File: config.mk
export PLATFORM = sky130hd
export DESIGN_NAME = fastica_controller
export DESIGN_NICKNAME = d
export VERILOG_FILES = /design/src/hw/fastica_pkg.sv /design/src/hw/fastica_controller.sv
export SDC_FILE = /design/constraint.sdc
export NUM_CORES = 1
export LEC_CHECK = 0
export BUFFER_PORTS_ARGS = -buffer_cell sky130_fd_sc_hd__buf_4
export CORE_MARGIN = 1.5
export CORE_UTILIZATION = 35
export CTS_BUF_LIST = sky130_fd_sc_hd__clkbuf_16
export CTS_CLUSTER_DIAMETER = 150
export DETAILED_ROUTE_END_ITERATION = 6
export PLACE_DENSITY = 0.56
export SLEW_MARGIN = 20
export SYNTH_ARGS = -nofsm -noshare
export SYNTH_HDL_FRONTEND = slang
export SYNTH_SLANG_ARGS = --single-unit
File: constraint.sdc
create_clock -name clk_fastica -period 4.8 [get_ports clk_fastica]
set_input_delay 0 -clock clk_fastica [delete_from_list [all_inputs] [get_ports clk_fastica]]
set_output_delay 0 -clock clk_fastica [all_outputs]
set_load 0.05 [all_outputs]
File: src/hw/fastica_pkg.sv
`default_nettype none

package fastica_pkg;

    // signed Q2.13 samples and weights
    localparam int data_width       = 16;
    localparam int frac_bits        = 13;
    localparam int acc_width        = 48;
    localparam int num_samples_log2 = 7;
    localparam int num_samples      = 1 << num_samples_log2;

    typedef logic signed [data_width-1:0] sample_t;
    typedef sample_t wvec_t [2];

    localparam sample_t sample_max = sample_t'((1 << (data_width - 1)) - 1);
    localparam sample_t sample_min = -sample_max - sample_t'(1);

    typedef enum logic [3:0] {
        init_st, delay_st, orth_delay_st, make_orth_st, norm_div_st, fast_ica_st,
        error_delay_st, error_calc_st, mul1_st, mem1_st, done_st
    } fastica_state_e;

    // about (0.6, 0.8) and its rotation by 90 degrees
    localparam wvec_t w0_init = '{sample_t'(4915), sample_t'(6554)};
    localparam wvec_t w1_init = '{sample_t'(-6554), sample_t'(4915)};

    // clamp a wide result into a sample word
    function automatic sample_t sat(input longint v);
        if (v > sample_max) begin
            return sample_max;
        end else if (v < sample_min) begin
            return sample_min;
        end
        return sample_t'(v);
    endfunction

endpackage

`default_nettype wire

File: src/hw/fastica_controller.sv
`default_nettype none

module fastica_controller
    import fastica_pkg::*;
#(
    parameter int max_iter = 32
) (
    input  logic       clk_fastica,
    input  logic       go_fastica,
    input  logic       symm_busy,
    input  logic       fast_busy,
    input  logic       is_converge,
    output logic       fastica_busy,
    output logic       go_symm,
    output logic       en_norm,
    output logic       go_fast,
    output logic       en_error,
    output logic       en_mul1,
    output logic       en_mem1,
    output logic       converged,
    output logic [7:0] iter_count
);

    fastica_state_e state;
    logic [6:0]     clk_cnt;

    // enables are a pure decode of the state
    always_comb begin
        go_symm      = 1'b0;
        en_norm      = 1'b0;
        go_fast      = 1'b0;
        en_error     = 1'b0;
        en_mul1      = 1'b0;
        en_mem1      = 1'b0;
        fastica_busy = 1'b1;
        case (state)
            init_st, done_st: fastica_busy = 1'b0;
            make_orth_st: go_symm = 1'b1;
            norm_div_st: en_norm = 1'b1;
            fast_ica_st: go_fast = 1'b1;
            error_delay_st, error_calc_st: en_error = 1'b1;
            mul1_st: en_mul1 = 1'b1;
            mem1_st: begin
                en_mul1 = 1'b1;
                en_mem1 = 1'b1;
            end
            default: fastica_busy = 1'b1;
        endcase
    end

    // clk_cnt is nonzero on entry to make_orth_st and fast_ica_st,
    // so the first cycle waits for the busy flag to come up
    always_ff @(posedge clk_fastica or negedge go_fastica) begin
        if (!go_fastica) begin
            state      <= init_st;
            iter_count <= 8'd0;
            converged  <= 1'b0;
        end else begin
            case (state)
                init_st: state <= delay_st;
                delay_st: state <= orth_delay_st;
                orth_delay_st: begin
                    if (clk_cnt == 7'd4) begin
                        state <= make_orth_st;
                    end
                end
                make_orth_st: begin
                    if (!symm_busy && clk_cnt == 7'd0) begin
                        state <= norm_div_st;
                    end
                end
                norm_div_st: state <= fast_ica_st;
                fast_ica_st: begin
                    if (!fast_busy && clk_cnt == 7'd0) begin
                        state <= error_delay_st;
                    end
                end
                error_delay_st: state <= error_calc_st;
                error_calc_st: begin
                    // fixed window before is_converge is trusted
                    if (clk_cnt == 7'd5) begin
                        iter_count <= iter_count + 8'd1;
                        if (is_converge || iter_count + 8'd1 >= max_iter) begin
                            converged <= is_converge;
                            state     <= mul1_st;
                        end else begin
                            state <= make_orth_st;
                        end
                    end
                end
                mul1_st: state <= mem1_st;
                mem1_st: begin
                    if (clk_cnt == 7'd127) begin
                        state <= done_st;
                    end
                end
                done_st: state <= done_st;
                default: state <= init_st;
            endcase
        end
    end

    always_ff @(posedge clk_fastica or negedge go_fastica) begin
        if (!go_fastica) begin
            clk_cnt <= 7'd0;
        end else begin
            case (state)
                mem1_st, orth_delay_st, norm_div_st, error_delay_st, error_calc_st: begin
                    clk_cnt <= clk_cnt + 7'd1;
                end
                default: clk_cnt <= 7'd0;
            endcase
        end
    end

    // combiner and lanes must never be started together
    assert property (@(posedge clk_fastica) disable iff (!go_fastica)
        !(go_symm && go_fast));

    assert property (@(posedge clk_fastica) disable iff (!go_fastica)
        state == done_st |=> state == done_st);

endmodule

`default_nettype wire

# Word level (Yosys, flattened, before mapping)
# Cells that the tools add are included.
dict set report totals {
  input_bits 5
  wordCells 55
  reg_bits 20
}
dict set report classes {
  n_addsub 3
  n_reduce_logical 14
  n_lt_le_gt_ge 1
  n_eq_ne 18
  n_mux 15
}
# op count
set op_table {}
lappend op_table {{4-bit case mux with 11 select lines} 1}
lappend op_table {{4-bit two-way mux} 6}
lappend op_table {{4-bit by 3-bit == test with 1-bit output (second input constant)} 4}
lappend op_table {{7-bit by 3-bit == test with 1-bit output (second input constant)} 2}
lappend op_table {{4-bit == test (second input constant)} 3}
lappend op_table {{2-bit inequality test (second input constant)} 5}
lappend op_table {{8-bit by 1-bit adder with 9-bit output (second input constant)} 1}
lappend op_table {{9-bit by 6-bit greater-or-equal comparator with 1-bit output (second input constant)} 1}
lappend op_table {{8-bit by 1-bit adder with 8-bit output (second input constant)} 1}
lappend op_table {{4-bit by 2-bit == test with 1-bit output (second input constant)} 2}
lappend op_table {{7-bit by 1-bit adder with 7-bit output (second input constant)} 1}
lappend op_table {{7-bit == test (second input constant)} 1}
lappend op_table {{7-bit zero test} 1}
lappend op_table {{1-bit two-way mux} 7}
lappend op_table {{7-bit two-way mux} 1}
lappend op_table {{2-bit OR reduction} 3}
lappend op_table {{5-bit AND reduction} 1}
lappend op_table {{5-bit OR reduction} 1}
lappend op_table {{4-bit by 1-bit == test with 1-bit output (second input constant)} 1}
lappend op_table {{4-bit zero test} 1}
lappend op_table {{3-bit AND reduction} 1}
lappend op_table {{1-bit logical AND} 2}
lappend op_table {{1-bit zero test} 2}
lappend op_table {{2-bit AND reduction} 1}
lappend op_table {{1-bit logical OR} 1}

# Depth between registers and ports, before layout
dict set report depth {
  depth_word 6
  mapped_depth 7
  ltp_nobuf 7
}

# Least setup slack after synthesis
# No wires, ideal clock.
dict set report synth_path {
  path_kind {reg2reg}
  startpoint {reg iter_count[0]}
  endpoint {reg converged}
  stages_incl_launch_ff 7
  path_buffers 0
  required_ns 4.675
  arrival_time_ns 1.985
  setup_slack_ns 2.690
  path_cell_list {dfrtp_1 > ha_1 > and3_1 > nor4_1 > mux2_4 > nor4b_4 > mux2_4}
}
dict set report synth_between {
  elab_chain_cells 4
}
# item line_no
set synth_rtl {}
lappend synth_rtl {{from (decl)} fastica_controller.sv:21} ;# output logic [7:0] iter_count
lappend synth_rtl {{from (signal assigned)} fastica_controller.sv:82} ;# iter_count <= iter_count + 8'd1;
lappend synth_rtl {{8-bit by 1-bit adder with 9-bit output} fastica_controller.sv:83} ;# if (is_converge || iter_count + 8'd1 >= max_iter) begin
lappend synth_rtl {{9-bit by 6-bit greater-or-equal comparator with 1-bit output} fastica_controller.sv:83}
lappend synth_rtl {{1-bit logical OR} fastica_controller.sv:83}
lappend synth_rtl {{3-bit AND reduction (no line)} n/a}
lappend synth_rtl {{to (signal assigned)} fastica_controller.sv:84} ;# converged <= is_converge;
lappend synth_rtl {{to (decl)} fastica_controller.sv:20} ;# output logic converged,
# Every way passes these cells.
# A chain may end at the register's enable or synchronous reset.

# Final worst setup path
dict set report layout_path {
  startpoint {reg state[2]}
  endpoint {reg converged}
}
dict set report layout_between {
  elab_chain_cells 2
}
# item line_no
set layout_rtl {}
lappend layout_rtl {{from (decl)} fastica_controller.sv:24} ;# fastica_state_e state;
lappend layout_rtl {{from (signal assigned)} fastica_controller.sv:55} ;# state <= init_st;
lappend layout_rtl {{from (signal assigned)} fastica_controller.sv:60} ;# init_st: state <= delay_st;
lappend layout_rtl {{from (signal assigned)} fastica_controller.sv:61} ;# delay_st: state <= orth_delay_st;
lappend layout_rtl {{4-bit by 3-bit == test with 1-bit output} fastica_controller.sv:59} ;# case (state)
lappend layout_rtl {{3-bit AND reduction (no line)} n/a}
# Every way passes these cells.

==> results.txt <==
The count of maximum capacitance violations is 0, and the headroom to the max-slew limit is 67.2%. The tree is rooted in a sky130_fd_sc_hd__clkbuf_16. The number of clock buffers inserted by TritonCTS was 3. Sequential elements use 40.4% of the synthesized area. The initial antenna violation count was 0; the share of layout cells above drive strength 1 was 23.6%. Total power for the finished layout comes to 879 µW.

The number of warnings issued by yosys came out at 0. TritonCTS built the clock tree. The number of levels in the clock H-tree was 1.

The logs give 3360 µm² for the area of the core region and 81 µm for the met3 wire length. The total number of vias is 945, and the net count after synthesis is 135. The highest clock rate is 518 MHz. The total number of nets in the final design is 156, and the clock slew at the register clock pins of the worst setup and hold paths is 50 ps. Of the post-synthesis cell area, the dominant cell type holds 40.4%. Gates resized during post-CTS repair numbered 0. Setup repair after global routing left no endpoint under its margin. For this block, wires on met1 add up to 1200 µm. Among all flip-flop cells after synthesis, the most frequent one is sky130_fd_sc_hd__dfrtp_1. Setup violations remaining at the end of the flow were counted as 0. By startpoint and endpoint, the worst setup path is classified as reg -> reg.

The biggest area contributor in the post-synthesis netlist is sky130_fd_sc_hd__dfrtp_1. The final non-filler cell total was 190; the end-of-flow core utilization was 44.8%. The tightest min-delay check is of the in -> async type. The count of buffers added on input and output ports is 20.

For this design the static power due to leakage is 0.000684 µW. The floorplan has 21 rows. Data on the critical path arrives at its endpoint at 2060 ps.

Data on the critical path is required at its endpoint by 4930 ps. The width of the die is 62.5 µm, and the summed instance area of the synthesized netlist is 1240 µm². The tools report the number of global-route vias before repair as 959. The logs give 337 for the number of filler instances in the final layout and 2400 µm for the total wire length after detailed routing.

The placed standard-cell area came out at 1410 µm². The run gives 3900 µm² as the die area. For the maximum ir drop on the vdd rail, the log shows 0.260 mV.

The number of max-slew violations in the final report is 0, and the overall fraction of global-route tracks in use is 13.5%. The count of nets left with antenna violations once routing finished came out at 0. The tools report the endpoint class of the critical path as a flip-flop. For the pin with the worst max-slew slack, the measured transition is 490 ps. Entering global routing, the biggest net connects 21 pins.

After synthesis, the netlist uses 44 different library cells. The clock reaches the later pin of the worst-skew pair after 250 ps. Including well taps, the total number of placed cells is 185. In the layout the commonest cells are sky130_fd_sc_hd__dfrtp_1, sky130_fd_sc_hd__buf_4, sky130_fd_sc_hd__nor2_1. Yosys mapped a number of flops with a built-in enable equal to 0. For the clock net sink count, the log shows 20.

On the final layout, the worst clock skew is 1.18 ps. The origin of the critical flop-to-flop path is state[2]. The number of hold-slack violations in the final timing report was 0. Of all nets on the critical path, the largest fanout is 15.

The flow ran to the end, and the final reports show no timing, DRC or antenna violations. After technology mapping, the gate count stands at 125. The weighted congestion reported at the end of routability-driven placement was 0.767.

The post-route setup TNS was 0 ps; the register bit total from synthesis was 20. After synthesis, the cell types taking the most area are sky130_fd_sc_hd__dfrtp_1, sky130_fd_sc_hd__xnor2_1, sky130_fd_sc_hd__nor2_1, sky130_fd_sc_hd__ha_1, sky130_fd_sc_hd__nand2_1. The most critical setup path has its startpoint at state[2].

During I/O placement, the number of pins put on the boundary was 21. The detailed-routed wire length on met2 came out at 1080 µm. Share of the clock period used by the worst path after layout: 40.2%. Once detailed placement completed, the half-perimeter wirelength came to 1710 µm. The final non-filler cell area was 1510 µm²; the number of antenna repair diodes was 0. The overall die height works out to 62.5 µm. The detailed router used layers up to and including met4. The first routing iteration left 40 violations.

In this run the power density over the cells is 584 nW/µm². In the final layout, the multi-input gates occupy 691 µm². The sequential cells in the finished layout cover a total of 500 µm². Once the floorplan was initialized, standard cells occupied 36.8% of the core. No sink is reached through more buffers than the 2 on the longest clock path. The clock period minus worst slack was 1930 ps; the remaining global-route overflow was 0. The vias per cell works out to 4.97.

STA classifies the critical path startpoint as a flip-flop. The tools report the number of remaining DRC errors as 0. Wire length of the first global-routing pass: 4280 µm. The wire length per cell after detailed routing is 12.6 µm.

The first detailed-routing pass took 4 iterations. The area growth from synthesis to layout is 21.6%. For this run, asynchronously set or reset flops after synthesis account for 100%. The mean cell area of the mapped netlist was 9.90 µm².
## area by class of cell
cell class | count | share of cell area, %
Clock buffer | 3 | 4.99
Tap cell | 46 | 3.82
Sequential cell | 20 | 33.3
Timing Repair Buffer | 22 | 11.3
Multi-Input combinational cell | 96 | 45.9
Inverter | 3 | 0.748
## metal layers
metal,vias up,track usage (%)
met5,-,0
met4,0,6.11
met3,6,3.60
met2,19,20.6
met1,446,18.0
li1,474,-
## kinds of logic (layout without fill, tap and decap cells)
kind of cell,Yosys count,in the layout,share of synthesized area [%]
simple gates,58,58,28.2
flops,20,20,40.4
compound gates,16,16,9.20
xor+xnor,13,13,9.20
buf+inv,9,28,3.74
fa+ha+maj,5,5,5.06
mux,4,4,4.15
## synthesized netlist by cell type (2+ instances only)
master                      n
sky130_fd_sc_hd__a21oi_1    3
sky130_fd_sc_hd__and3_1     2
sky130_fd_sc_hd__buf_2      4
sky130_fd_sc_hd__dfrtp_1   20
sky130_fd_sc_hd__ha_1       5
sky130_fd_sc_hd__inv_1      3
sky130_fd_sc_hd__mux2_4     2
sky130_fd_sc_hd__nand2_1   10
sky130_fd_sc_hd__nand2b_1   3
sky130_fd_sc_hd__nand3_1    4
sky130_fd_sc_hd__nand3b_1   2
sky130_fd_sc_hd__nand4_1    3
sky130_fd_sc_hd__nor2_1    17
sky130_fd_sc_hd__nor2b_1    3
sky130_fd_sc_hd__nor4_1     2
sky130_fd_sc_hd__o21ai_0    3
sky130_fd_sc_hd__xnor2_1    9
sky130_fd_sc_hd__xor2_1     4
## sequential cells by signal, indices dropped and copies added (netlist names)
name        count
converged       1
clk_cnt         7
state           4
iter_count      8
## stage by stage
step           setup WS (ps)  hold slack, ps
2_1_floorplan           2690            -296
3_3_place_gp            2920            -104
3_5_place_dp            2900            -101
4_1_cts                 2890             177
5_1_grt                 2760             217
6_report                2870             168
## power by group
part           internal [µW]  leakage [µW]  switching (µW)
clock network            110     0.0000370            55.9
registers                207      0.000263            78.0
logic                    165      0.000384             263
total                    481      0.000684             397
## worst max-delay path: stages, from the launching register on
cell                      delay, ps
sky130_fd_sc_hd__dfrtp_1        530
sky130_fd_sc_hd__nor4_2         320
sky130_fd_sc_hd__a31oi_1        130
sky130_fd_sc_hd__a22oi_2        260
sky130_fd_sc_hd__nor4b_4        250
sky130_fd_sc_hd__mux2_4         320
## worst paths after layout
path | to | slack [ps] | depth (start not counted)
hold reg to reg | clk_cnt[0] | 510 | 1
max in group asynchronous | iter_count[7] | 4420 | 2
min in group clk_fastica | state[3] | 300 | 5
setup / recovery | converged | 2870 | 5
setup reg to reg | converged | 2870 | 5
hold / removal | clk_cnt[4] | 170 | 2
## what timing repair did
action                                 CTS  global route
buffers inserted                         0             0
hold buffers                             2             0
endpoints found under the hold margin   21             0
No activity file was read; power rests on OpenSTA's default activity.
